<file path="src/list_sel_pkg.sv">
package list_sel_pkg;

    // ******************************
    // Geometry of the register file
    // ******************************

    // Total number of queue entries across both banks
    localparam int mem_depth = 2048;

    // Each physical bank holds half of the entries
    localparam int bank_depth = 1024;

    // Width of one stored entry
    localparam int mem_data_w = 16;

    // Address widths follow from the depths
    localparam int mem_addr_w  = $clog2(mem_depth);
    localparam int bank_addr_w = $clog2(bank_depth);

    // ******************************
    // Vector types
    // ******************************

    // One stored entry
    typedef logic [mem_data_w-1:0] mem_data_t;

    // Full address, the top bit picks the bank
    typedef logic [mem_addr_w-1:0] mem_addr_t;

    // Address inside a single bank
    typedef logic [bank_addr_w-1:0] bank_addr_t;

    // Queue pointer is the address plus one wrap bit on top
    typedef logic [mem_addr_w:0] list_ptr_t;

    // ******************************
    // Request structs
    // ******************************

    // Write request from the producer, performed at the next edge
    typedef struct packed {
        logic      we;
        mem_addr_t waddr;
        mem_data_t wdata;
    } mem_wr_t;

    // Read request from the consumer, sampled at the edge it is issued
    typedef struct packed {
        logic      re;
        mem_addr_t raddr;
    } mem_rd_t;

endpackage

</file>
<file path="src/list_sel_enq.sv">
`timescale 1ns/1ps

module list_sel_enq (
     input  logic                   rclk
    ,input  logic                   rclk_rst_n
    ,input  logic                   push
    ,input  list_sel_pkg::mem_data_t push_data
    ,input  list_sel_pkg::list_ptr_t rd_ptr
    ,output list_sel_pkg::mem_wr_t   wr
    ,output list_sel_pkg::list_ptr_t wr_ptr
    ,output logic                   enq_drop
);

    // Queue is full
    logic full;

    // Push that is turned into a write
    logic push_ok;

    // Rejected push, turned into the drop pulse one cycle later
    logic rej_q;

    // Full when the addresses meet but the wrap bits differ
    assign full = (wr_ptr[list_sel_pkg::mem_addr_w-1:0] == rd_ptr[list_sel_pkg::mem_addr_w-1:0])
                && (wr_ptr[list_sel_pkg::mem_addr_w] != rd_ptr[list_sel_pkg::mem_addr_w]);

    assign push_ok = push && !full;

    // ******************************
    // Write request and pointer
    // ******************************

    // The request is registered here and the memory performs it on the next edge
    // The pointer moves now, so the consumer sees the entry one cycle later
    always_ff @(posedge rclk or negedge rclk_rst_n) begin
        if (!rclk_rst_n) begin
            wr     <= '0;
            wr_ptr <= '0;
        end else begin
            wr.we <= push_ok;
            if (push_ok) begin
                wr.waddr <= wr_ptr[list_sel_pkg::mem_addr_w-1:0];
                wr.wdata <= push_data;
                wr_ptr   <= wr_ptr + 1'b1;
            end
        end
    end

    // ******************************
    // Drop pulse
    // ******************************

    // Two stages so the pulse lines up with the edge the write would have landed
    always_ff @(posedge rclk or negedge rclk_rst_n) begin
        if (!rclk_rst_n) begin
            rej_q    <= 1'b0;
            enq_drop <= 1'b0;
        end else begin
            rej_q    <= push && full;
            enq_drop <= rej_q;
        end
    end

endmodule

</file>
<file path="config.mk">
export PLATFORM = sky130hd
export DESIGN_NAME = list_sel_enq
export DESIGN_NICKNAME = d
export VERILOG_FILES = /design/src/list_sel_pkg.sv /design/src/list_sel_enq.sv
export SDC_FILE = /design/constraint.sdc
export NUM_CORES = 1
export LEC_CHECK = 0
export ABC_CLOCK_PERIOD_IN_PS = 2000
export BUFFER_PORTS_ARGS = -buffer_cell sky130_fd_sc_hd__buf_2
export CORE_MARGIN = 4
export CORE_UTILIZATION = 48
export DETAILED_ROUTE_END_ITERATION = 8
export PLACE_DENSITY = 0.79
export SYNTH_ARGS = -nofsm -noshare
export SYNTH_HDL_FRONTEND = slang
export SYNTH_SLANG_ARGS = --single-unit
</file>
<file path="constraint.sdc">
create_clock -name rclk -period 2 [get_ports rclk]
set_clock_uncertainty 0.05 [all_clocks]
set_input_delay 0.3 -clock rclk [delete_from_list [all_inputs] [get_ports rclk]]
set_output_delay 0.3 -clock rclk [all_outputs]
set_load 0.01 [all_outputs]
</file>
==> metrics.txt <==
result of the run finished, violations left; failing checks setup timing; hold_ws around 0.17 ns; vias per cell around 5.3; Setup violations, final 3; global-route wire length before repair 6858 µm; CTS H-tree lvls 2; Total GRT Usage 17.57%; post-synthesis cell count between 100 and 150; Unique masters post-synth 21; Tot Pwr between 3 and 4 mW; minimum clock period around 2 ns; post-DP HPWL between 3000 and 4000 µm; die width approximately 71 µm; DR iter-0 viols between 90 and 100; clk_lat worst skew between 0.2 and 0.3 ns; HP Class in2reg; final worst-path cycle share 100.2%; worst-path maximum fanout 8; syn_nets roughly 170; crit path DAT about 2.1 ns; GRT met3 Usage under 10%; wire per inst 17.04 µm; Worst-Margin Slew about 0.58 ns; root buf cell clkbuf_8; Worst-path clk slew approximately 0.08 ns; Global Route met2 Usage approximately 28%; flop and latch count out of synthesis between 40 and 50; DRT Pass-1 Iters 4; Crit. End Element flip-flop; post-synthesis sequential area ratio a little under three fifths; vias in the first global route approximately 1.5k; post-route setup TNS -0.005979 ns; via count about 1.5k; RSZ-0062 raised after global routing yes; total wire length between 4000 and 5000 µm; busiest grt layer met2; Clock Sinks 42; die area 0.004974 mm²; Routed Antenna Nets 0; total leakage power ~1.3 nW; Antenna Cells 0; largest net degree at the start of global routing 31; nets about 260; CTS tree built; pre-CTS setup slack 0.01622 ns; GRT Residual Overflow 0; relative slew slack between 60% and 70%; Site Rows 22; Max Cap Violations 0; Layout area overhead 39.53%; Fmax approximately 500 MHz; fin. max-slew vios 0; Core Area 0.003716 mm²; Multi-input gate area between 800 and 900 µm²; VDD IR-drop max roughly 0.65 mV; reg2reg setup slack -0.004 ns; clock buffer depth 2; WS Path Type reg2reg; met1 Track Usage GR about 22%; most frequent cells in the layout buf_2, dfrtp_1, mux2_2, buf_4; chip height between 70 and 80 µm; required time of the critical path 2.13 ns; layout cells sized above 1 around three fifths; endpoints failing hold 0; Placer Congestion a little under 0.8; Num CTS Buffers 5; commonest non-fill, non-tap cell in the layout buf_2; Filler cells between 200 and 300; Pwr Density 1269 mW/mm²; Mapped Area about 0.0019 mm²; Syn. warnings 0; initial core utilization about half; Remaining DRCs 0; # IOs between 70 and 80; initial antenna violation count 0; Reg area between 0.001 and 0.0015 mm²; Mapped Avg Cell Area 13.90 µm²; CP Launch Type flip-flop; setup slack after layout -0.003513 ns; Buffers on Ports 71
==> per-stage QoR <==
step	area [µm²]	std cells	util, %
2_1_floorplan	1877	135	-
3_3_place_gp	2354	260	63.33
3_5_place_dp	2354	260	63.33
4_1_cts	2476	268	66.63
5_1_grt	2619	275	70.47
6_report	2619	275	70.47
==> worst paths after layout <==
kind | start | endpoint | cells past startpoint
hold / removal | push_data[14] | wr[14] | 2
setup reg to reg | wr_ptr[2] | wr[23] | 5
max in group asynchronous | rclk_rst_n | wr[12] | 3
min in group asynchronous | rclk_rst_n | wr_ptr[9] | 2
setup / recovery | wr_ptr[2] | wr[23] | 5
hold reg to reg | rej_q | enq_drop | 0
==> cells by family (layout without fill, tap and decap cells) <==
kind of cell | count (synthesis) | in the layout | share of synthesized area [%]
flops | 42 | 42 | 56.00
mux | 28 | 28 | 16.80
simple gates | 20 | 20 | 6.601
fa+ha+maj | 1 | 1 | 0.6666
compound gates | 11 | 11 | 5.800
xor+xnor | 23 | 23 | 10.73
buf+inv | 10 | 102 | 3.400
==> cell usage after synthesis <==
| master | count | area share [%] |
|---|---|---|
| ha_1 | 1 | 0.67 |
| xor2_1 | 10 | 4.7 |
| o31ai_4 | 1 | 1.1 |
| nor4_1 | 1 | 0.33 |
| clkbuf_1 | 2 | 0.40 |
| and2_1 | 1 | 0.33 |
| mux2_2 | 27 | 16 |
| clkbuf_2 | 1 | 0.27 |
| inv_1 | 2 | 0.40 |
| o311ai_0 | 1 | 0.47 |
| nand4_1 | 6 | 2.0 |
| a311oi_1 | 9 | 4.2 |
| xnor2_1 | 13 | 6.1 |
| and3_1 | 1 | 0.33 |
| buf_2 | 2 | 0.53 |
| buf_6 | 3 | 1.8 |
| nand3_1 | 5 | 1.3 |
| dfrtp_1 | 42 | 56 |
| and4_1 | 4 | 1.9 |
| nand2_1 | 2 | 0.40 |
| mux2_1 | 1 | 0.60 |
==> worst max-delay path: stages, from the launching register on <==
cell,delay (ns)
dfrtp_1,0.42
xnor2_2,0.19
nand4_1,0.21
o31ai_4,0.44
clkbuf_16,0.25
mux2_2,0.33
==> cell type report <==
type / instances / area share [%]
clock buffer: 6 / 3.153
clock inverter: 1 / 1.147
inverter: 2 / 0.2867
multi-input combinational: 83 / 31.68
sequential: 42 / 40.18
tap: 48 / 2.293
timing repair buffer: 93 / 21.26
==> flip-flops by register name (all words and copies together), names as in the netlist <==
name / count
wr: 28
wr_ptr: 12
enq_drop: 1
rej_q: 1
==> report_power, final <==
part           total [mW]  switching [mW]  internal [mW]
clock               0.672           0.273          0.399
combinational        1.39           0.700          0.689
sequential           1.26           0.168           1.09
total                3.32            1.14           2.18
==> timing repair <==
action | CTS | global route
hold endpoints to repair | 25 | 0
buffers inserted | 0 | 5
gates resized for setup | 0 | 11
setup endpoints to repair | 0 | 28
hold buffers | 1 | 0
==> metal layers <==
layer | share of wire [%] | wire length (µm)
met5 | 0 | 0
met4 | 1.2 | 57
met3 | 9.8 | 459
met2 | 49 | 2305
met1 | 40 | 1865
(Power assumes the default switching activity.)
