### config.mk
export PLATFORM = sky130hd
export DESIGN_NAME = list_sel_deq
export DESIGN_NICKNAME = d
export VERILOG_FILES = /design/src/list_sel_pkg.sv /design/src/list_sel_deq.sv
export SDC_FILE = /design/constraint.sdc
export NUM_CORES = 1
export LEC_CHECK = 0
export BUFFER_PORTS_ARGS = -buffer_cell sky130_fd_sc_hd__buf_2
export CORE_MARGIN = 4
export CORE_UTILIZATION = 46
export DETAILED_ROUTE_END_ITERATION = 8
export GPL_ROUTABILITY_DRIVEN = 0
export PLACE_DENSITY = 0.79
export SYNTH_ARGS = -nofsm -noshare
export SYNTH_HDL_FRONTEND = slang
export SYNTH_SLANG_ARGS = --single-unit
### constraint.sdc
create_clock -name rclk -period 2.3 [get_ports rclk]
set_input_delay 0.23 -clock rclk [delete_from_list [all_inputs] [get_ports rclk]]
set_output_delay 0.23 -clock rclk [all_outputs]
set_load 0.05 [all_outputs]
### src/list_sel_pkg.sv
package list_sel_pkg;

    // ******************************
    // Geometry of the register file
    // ******************************

    // Total number of queue entries across both banks
    localparam int mem_depth = 2048;

    // Each physical bank holds half of the entries
    localparam int bank_depth = 1024;

    // Width of one stored entry
    localparam int mem_data_w = 16;

    // Address widths follow from the depths
    localparam int mem_addr_w  = $clog2(mem_depth);
    localparam int bank_addr_w = $clog2(bank_depth);

    // ******************************
    // Vector types
    // ******************************

    // One stored entry
    typedef logic [mem_data_w-1:0] mem_data_t;

    // Full address, the top bit picks the bank
    typedef logic [mem_addr_w-1:0] mem_addr_t;

    // Address inside a single bank
    typedef logic [bank_addr_w-1:0] bank_addr_t;

    // Queue pointer is the address plus one wrap bit on top
    typedef logic [mem_addr_w:0] list_ptr_t;

    // ******************************
    // Request structs
    // ******************************

    // Write request from the producer, performed at the next edge
    typedef struct packed {
        logic      we;
        mem_addr_t waddr;
        mem_data_t wdata;
    } mem_wr_t;

    // Read request from the consumer, sampled at the edge it is issued
    typedef struct packed {
        logic      re;
        mem_addr_t raddr;
    } mem_rd_t;

endpackage

### src/list_sel_deq.sv
`timescale 1ns/1ps

module list_sel_deq (
     input  logic                   rclk
    ,input  logic                   rclk_rst_n
    ,input  logic                   pop
    ,input  list_sel_pkg::list_ptr_t wr_ptr
    ,input  list_sel_pkg::mem_data_t rdata
    ,output list_sel_pkg::mem_rd_t   rd
    ,output list_sel_pkg::list_ptr_t rd_ptr
    ,output list_sel_pkg::mem_data_t deq_data
    ,output logic                   deq_valid
    ,output logic                   deq_drop
);

    // Queue is empty
    logic empty;

    // Pop that is turned into a read
    logic pop_ok;

    // Read was issued last cycle, data is now at the memory output
    logic rd_pend_q;

    // Pop was rejected last cycle
    logic rej_q;

    // Empty when both pointers agree, wrap bit included
    assign empty = (wr_ptr == rd_ptr);

    assign pop_ok = pop && !empty;

    // ******************************
    // Read request
    // ******************************

    // Issued in the same cycle as the pop, the memory samples it at the next edge
    assign rd.re    = pop_ok;
    assign rd.raddr = rd_ptr[list_sel_pkg::mem_addr_w-1:0];

    // Pointer moves on the edge that samples the read
    always_ff @(posedge rclk or negedge rclk_rst_n) begin
        if (!rclk_rst_n) begin
            rd_ptr <= '0;
        end else if (pop_ok) begin
            rd_ptr <= rd_ptr + 1'b1;
        end
    end

    // ******************************
    // Returned data
    // ******************************

    // One cycle after the read the memory output is stable and is captured here
    always_ff @(posedge rclk or negedge rclk_rst_n) begin
        if (!rclk_rst_n) begin
            rd_pend_q <= 1'b0;
            rej_q     <= 1'b0;
            deq_valid <= 1'b0;
            deq_drop  <= 1'b0;
            deq_data  <= '0;
        end else begin
            rd_pend_q <= pop_ok;
            rej_q     <= pop && empty;
            deq_valid <= rd_pend_q;
            // The drop pulse takes the same slot a valid output would have taken
            deq_drop  <= rej_q;
            if (rd_pend_q) begin
                deq_data <= rdata;
            end
        end
    end

endmodule

==> impl_metrics.csv, run 1 <==
group,metric,value,unit
floorplanning,die_h,67.3,um
synth,netlist_area,1620,um^2
timing,worst_pin_slew,0.665,ns
floorplanning,initial_core_util,48.0,%
cells_and_area,num_antenna_cells,0,
clock_network,ctsHtreeMaxLevel,2,
synth,synth_edf_count,0,
clock_network,clk_latency,0.32,ns
clock_network,cts_sinks,32,
synth,synth_area_leaders,"dfrtp_1, mux2_2, xnor2_1, buf_4, xor2_1",
drt,first_pass_iters,4,
global_route,grt.met2_usage,23.6,%
clock_network,cts_buffer_depth,2,
clock_network,cts_root_buffer,"clkbuf_4",
floorplanning,dieArea,4520,um^2
timing,setup_ws,0.150,ns
placed_design,io_buffers,72,
synth,synth_area_per_cell,12.2,um^2
setup_path,path_max_fanout,7,
global_route,grt_max_degree,33,
drt,ant_nets,0,
setup_path,start_kind,"flip-flop",
floorplanning,die_w,67.3,um
global_route,globalRoute.busiestLayer,"met2",
synth,syn_nets,164,
timing,final-hold-violation-count,0,
timing,fin_crit,2.15,ns
global_route,grt_antenna_before_repair,0,
setup_path,worstPathArrival,1.92,ns
setup_path,endpoint_kind,"primary output",
global_route,grt-ovfl-total,0,
synth,syn-instance-count,132,
placed_design,hpwlAfterDp,2600,um
cells_and_area,final_common_cell,"buf_2",
placed_design,post-place-ws,0.485,ns
clock_network,cts_resized,0,
synth,yosys.area.top_type,"dfrtp_1",
synth,async_flop_share,100,%
min_path,hold_class,"primary input to flip-flop",
drt,finalWirelength,3300,um
timing,fmax,465,MHz
clock_network,cts_tree,"built",
run,maxCapViolCount,0,
drt,vias,1258,
clock_network,clk_pin_slew,0.10,ns
floorplanning,core_area,3360,um^2
power_and_ir_drop,p_per_area,1140,nW/um^2
global_route,grt_pass1_vias,1135,
global_route,grt_pass1_wl,5290,um
timing,maxSlewViolCount,0,
clock_network,cts_made_buffers,5,
power_and_ir_drop,ir_drop,617,uV
setup_path,reg2reg_slack,0.47,ns
drt,drc,0,
global_route,grt_use_met3,6.49,%
synth,yosys_warnings,0,
timing,clock_skew,0.00522,ns
drt,wire_per_inst,13.6,um
floorplanning,rows,21,
timing,period_share,93.5,%
setup_path,cp_data_required_time,2.07,ns
timing,grt_setup_unrepaired,"no",
synth,synthFlopType,"dfrtp_1",
timing,relSlewSlack,55.6,%
global_route,grt_usage,16.1,%
power_and_ir_drop,leakage,0.993,nW
floorplanning,ioPinCount,73,
global_route,grt_use_met1,20.9,%
setup_path,criticalPathCategory,"flip-flop to primary output",
cells_and_area,layout.nets,227,
synth,yosysSeqAreaShare,49.6,%
synth,ys_seq_elements,32,
cells_and_area,synthToLayoutAreaGrowth,23.9,%
outcome,status,"finished, final reports clean",
cells_and_area,layout_common_cells,"buf_2, dfrtp_1, mux2_2",
timing,setup_viol,0,
synth,synth.distinct_cells,33,
cells_and_area,drive_gt1_share,52.6,%
drt,avgViaCountPerCell,5.20,
synth,synth_top_cell_area_share,49.6,%
timing,tns,0,ns
drt,drt_iter0_drc,60,
[sequential cells by signal (all words and copies together) (netlist names)]
name and count:
deq_valid 1, deq_drop 1, rd_pend_q 1, rej_q 1, rd_ptr 12, deq_data 16
[metrics by stage]
| step | cells | total power [mW] | hold slack (ns) | instance area, um^2 | utilization (%) |
|---|---|---|---|---|---|
| 5_1_grt | 242 | 2.43 | 0.0962 | 2000 | 59.5 |
| 3_3_place_gp | 233 | 1.88 | 0.309 | 1910 | 56.8 |
| 6_report | 242 | 2.29 | 0.131 | 2000 | 59.5 |
| 2_1_floorplan | 132 | 1.73 | -0.0656 | 1620 | - |
| 3_5_place_dp | 233 | 1.89 | 0.311 | 1910 | 56.8 |
| 4_1_cts | 242 | 2.31 | 0.111 | 2000 | 59.5 |
[report_power, final]
| group | leakage [nW] | total, mW | switching, mW | internal, mW |
|---|---|---|---|---|
| Combinational | 0.561 | 1.08 | 0.796 | 0.285 |
| Clock | 0.0412 | 0.417 | 0.190 | 0.227 |
| Sequential | 0.390 | 0.790 | 0.134 | 0.655 |
| Total | 0.993 | 2.29 | 1.12 | 1.17 |
[worst max-delay path, cell delays in order, from the launching register on]
cell and delay, ns:
dfrtp_1 0.47, xnor2_1 0.23, nand4_1 0.24, o31a_1 0.42, buf_2 0.24
[kinds of logic (layout without fill, tap and decap cells)]
logic type | after synthesis | in the layout | synth area share [%]
compound gates | 14 | 14 | 6.82
mux | 17 | 17 | 11.9
xor+xnor | 21 | 21 | 11.9
simple gates | 27 | 27 | 10.5
fa+ha+maj | 1 | 1 | 0.774
flops | 32 | 32 | 49.6
buf+inv | 20 | 84 | 8.67
[cells in the mapped netlist (2+ instances only)]
cell type	count
a311oi_1	3
nand3_1	4
buf_6	2
mux2_2	16
a31oi_1	2
dfrtp_1	32
o311ai_0	2
and3_1	3
clkbuf_1	3
nor2_1	2
xnor2_1	13
and4_1	4
xor2_1	7
a21oi_1	2
nand2_1	2
nand4_1	6
buf_4	13
[final cells by class]
cell class / instances / area (um^2)
fillers: 298 / 1360
flip-flops and latches: 32 / 801
multi-input cells: 80 / 674
repair buffers: 75 / 385
well taps: 46 / 57.6
clock inverters: 3 / 42.5
clock buffers: 5 / 37.5
inverters: 1 / 3.75
[worst paths after layout]
check	start	endpoint	cells after the start
max	rd_ptr[4]$_DFFE_PN0P_	rd[11]	4
min	rdata[1]	deq_data[1]$_DFFE_PN0P_	2
max reg2reg	rd_ptr[6]$_DFFE_PN0P_	rd_ptr[5]$_DFFE_PN0P_	4
min reg2reg	rej_q$_DFF_PN0_	deq_drop$_DFF_PN0_	0
max in group asynchronous	rclk_rst_n	deq_data[14]$_DFFE_PN0P_	2
min in group asynchronous	rclk_rst_n	deq_data[10]$_DFFE_PN0P_	2
[timing repair]
item | CTS | global route
hold endpoints to repair | 32 | 0
buffers inserted | 0 | 0
hold buffers | 1 | 0
[metal layers]
metal / vias up / share of wire, %
li1: 592 / -
met3: 5 / 12
met2: 80 / 41
met1: 581 / 44
met5: - / 0
met4: 0 / 1.8
(Power assumes the default switching activity.)
==> inputs of run 2 (changes only) <==
ABC_AREA = 1   (was default)
CORE_UTILIZATION = 48   (was 46)
PLACE_DENSITY = 0.8   (was 0.79)
==> impl_metrics.csv, run 2 <==
group,metric,value,unit
power_and_ir_drop,ir_drop,433,uV
timing,hold_slack,-0.0221,ns
cells_and_area,largest_reg_flops,16,
global_route,grt_pass1_wl,5640,um
setup_path,cp_cell_sequence,"xnor2_2 > nand2_1 > nor2_2 > nand3_4 > nand2_4 > inv_1 > buf_2",
drt,finalWirelength,3820,um
setup_path,criticalPathCategory,"flip-flop to primary output",
floorplanning,dieArea,4690,um^2
cells_and_area,num_antenna_cells,0,
synth,synth.distinct_cells,20,
synth,async_flop_share,100,%
drt,wire_per_inst,12.3,um
synth,yosys-top-cells-count,"nand2_1, dfrtp_1, inv_1",
floorplanning,die_h,68.5,um
setup_path,cp_top_family,"simple AND/OR/NAND/NOR gates",
synth,syn_nets,235,
outcome,violations,"negative hold slack",
global_route,grt-ovfl-total,0,
setup_path,worstPathBufferInverterCount,2,
global_route,grt_antenna_before_repair,0,
timing,setup_viol,0,
synth,ys_seq_elements,32,
clock_network,cts_root_buffer,"clkbuf_8",
floorplanning,core_area,3440,um^2
drt,drt_iter0_drc,64,
timing,fin_crit,2.13,ns
cells_and_area,synthToLayoutAreaGrowth,22.4,%
synth,yosys.area.top_type,"dfrtp_1",
placed_design,place_area,2040,um^2
placed_design,hpwlAfterDp,2900,um
setup_path,start_kind,"flip-flop",
clock_network,ctsHtreeMaxLevel,2,
floorplanning,rows,21,
clock_network,cts_setup_buffers,0,
cells_and_area,final_cell_area,2150,um^2
timing,worst_pin_slew,0.696,ns
timing,period_share,92.4,%
floorplanning,initial_core_util,51.0,%
timing,maxSlewViolCount,0,
global_route,grt_pass1_vias,1295,
floorplanning,ioPinCount,73,
setup_path,worstPathArrival,1.90,ns
drt,drc,0,
clock_network,cts_resized,0,
cells_and_area,layout.nets,295,
timing,fmax,470,MHz
drt,ant_nets,0,
clock_network,cts_hold_buf,0,
clock_network,cts_buffer_depth,2,
synth,netlist_area,1760,um^2
run,maxCapViolCount,0,
setup_path,endpoint_kind,"primary output",
placed_design,io_buffers,72,
synth,yosys_warnings,0,
drt,vias,1478,
timing,final-hold-violation-count,32,
synth,synth_edf_count,0,
drt,first_pass_iters,6,
synth,synth_top_cell_area_share,45.6,%
clock_network,clk_pin_slew,0.08,ns
synth,yosysSeqAreaShare,45.6,%
drt,avgViaCountPerCell,4.77,
timing,clock_skew,0.0109,ns
global_route,grt_max_degree,33,
timing,grt_setup_unrepaired,"no",
synth,yosysMostFrequentCell,"nand2_1",
clock_network,cts_tree,"built",
global_route,grt_usage,16.5,%
clock_network,cts_sinks,32,
cells_and_area,final_common_cell,"buf_2",
setup_path,critical_path_depth,7,
synth,synth_area_leaders,"dfrtp_1, nand2_1, mux2_2, buf_4, nand3_1",
cells_and_area,drive_gt1_share,39.0,%
floorplanning,die_w,68.5,um
synth,synth_area_per_cell,8.65,um^2
timing,tns,0,ns
min_path,hold_class,"primary input to asynchronous set/reset pin",
power_and_ir_drop,leakage,1.18,nW
power_and_ir_drop,p_per_area,934,nW/um^2
outcome,status,"finished, violations left",
setup_path,critPathSlowestCell,"dfrtp_1",
clock_network,cts_made_buffers,5,
setup_path,max_stage_delay,0.49,ns
setup_path,r2r_cells,6,
synth,syn-instance-count,203,
setup_path,cp_data_required_time,2.07,ns
cells_and_area,largestRegisters,"deq_data: 16 flops, rd_ptr: 12 flops",
cells_and_area,largest-register,"deq_data",
cells_and_area,layout_common_cells,"buf_2, nand2_1, dfrtp_1",
timing,relSlewSlack,53.6,%
setup_path,path_max_fanout,14,
synth,synthFlopType,"dfrtp_1",
clock_network,clk_latency,0.29,ns
==> run 2: changes by cell type after synthesis, sizes merged, moves of 3 or more <==
| cell | before | now |
|---|---|---|
| a21oi | 3 | 0 |
| a311oi | 4 | 0 |
| and3 | 4 | 0 |
| and4 | 5 | 0 |
| inv | 1 | 19 |
| nand2 | 2 | 72 |
| nand3 | 4 | 17 |
| nand4 | 6 | 3 |
| nor2 | 2 | 12 |
| xnor2 | 14 | 5 |
==> run 2: area by class of cell <==
class                   instances  area (um^2)
fillers                       304         1290
well taps                      46         57.6
repair buffers                 72          360
flip-flops and latches         32          801
multi-input cells             133          748
clock buffers                   5         68.8
inverters                      19         71.3
clock inverters                 3         42.5
==> run 2: report_power, final <==
part / internal (mW) / switching (mW) / leakage [nW] / total [mW]
Clock: 0.320 / 0.222 / 0.0541 / 0.542
Sequential: 0.629 / 0.104 / 0.399 / 0.733
Combinational: 0.197 / 0.536 / 0.723 / 0.733
Total: 1.15 / 0.861 / 1.18 / 2.01
==> run 2: path summary, 6_finish.rpt <==
path,to,slack (ns),startpoint
max,rd[11],0.17,rd_ptr[2]$_DFFE_PN0P_
min,rd_pend_q$_DFF_PN0_,-0.02,rclk_rst_n
max reg2reg,rd_ptr[8]$_DFFE_PN0P_,0.71,rd_ptr[0]$_DFFE_PN0P_
min reg2reg,deq_drop$_DFF_PN0_,0.36,rej_q$_DFF_PN0_
max in group asynchronous,rd_ptr[2]$_DFFE_PN0P_,1.87,rclk_rst_n
min in group rclk,deq_data[7]$_DFFE_PN0P_,0.17,rdata[7]
==> run 2: routing by layer <==
layer  up-vias  GRT usage [%]  part of all wire [%]  routed length (um)
met4         0           5.96                   1.7                  64
met1       688           20.1                    42                1590
met5         -              0                     0                   0
li1        738              -                     -                   -
met3         6           5.02                   6.6                 252
met2        46           27.4                    50                1910
==> run 2: cells by family after synthesis <==
kind of cell               after synthesis  synth area share [%]
buffers and inverters                   38                  11.8
DFF                                     32                  45.6
muxes                                   16                  10.3
and+or+nand+nor                        105                  25.7
xor gates and xnor gates                11                  5.91
adders and majority gates                1                 0.712
==> run 2: stage by stage <==
step	total power, mW	instances	worst slack (ns)	utilization, %
global route	2.10	310	0.0318	62.5
CTS	2.02	310	0.162	62.5
floorplan	1.37	203	0.382	-
global placement	1.47	302	0.536	59.2
finish	2.01	310	0.174	62.5
detailed placement	1.48	302	0.481	59.2
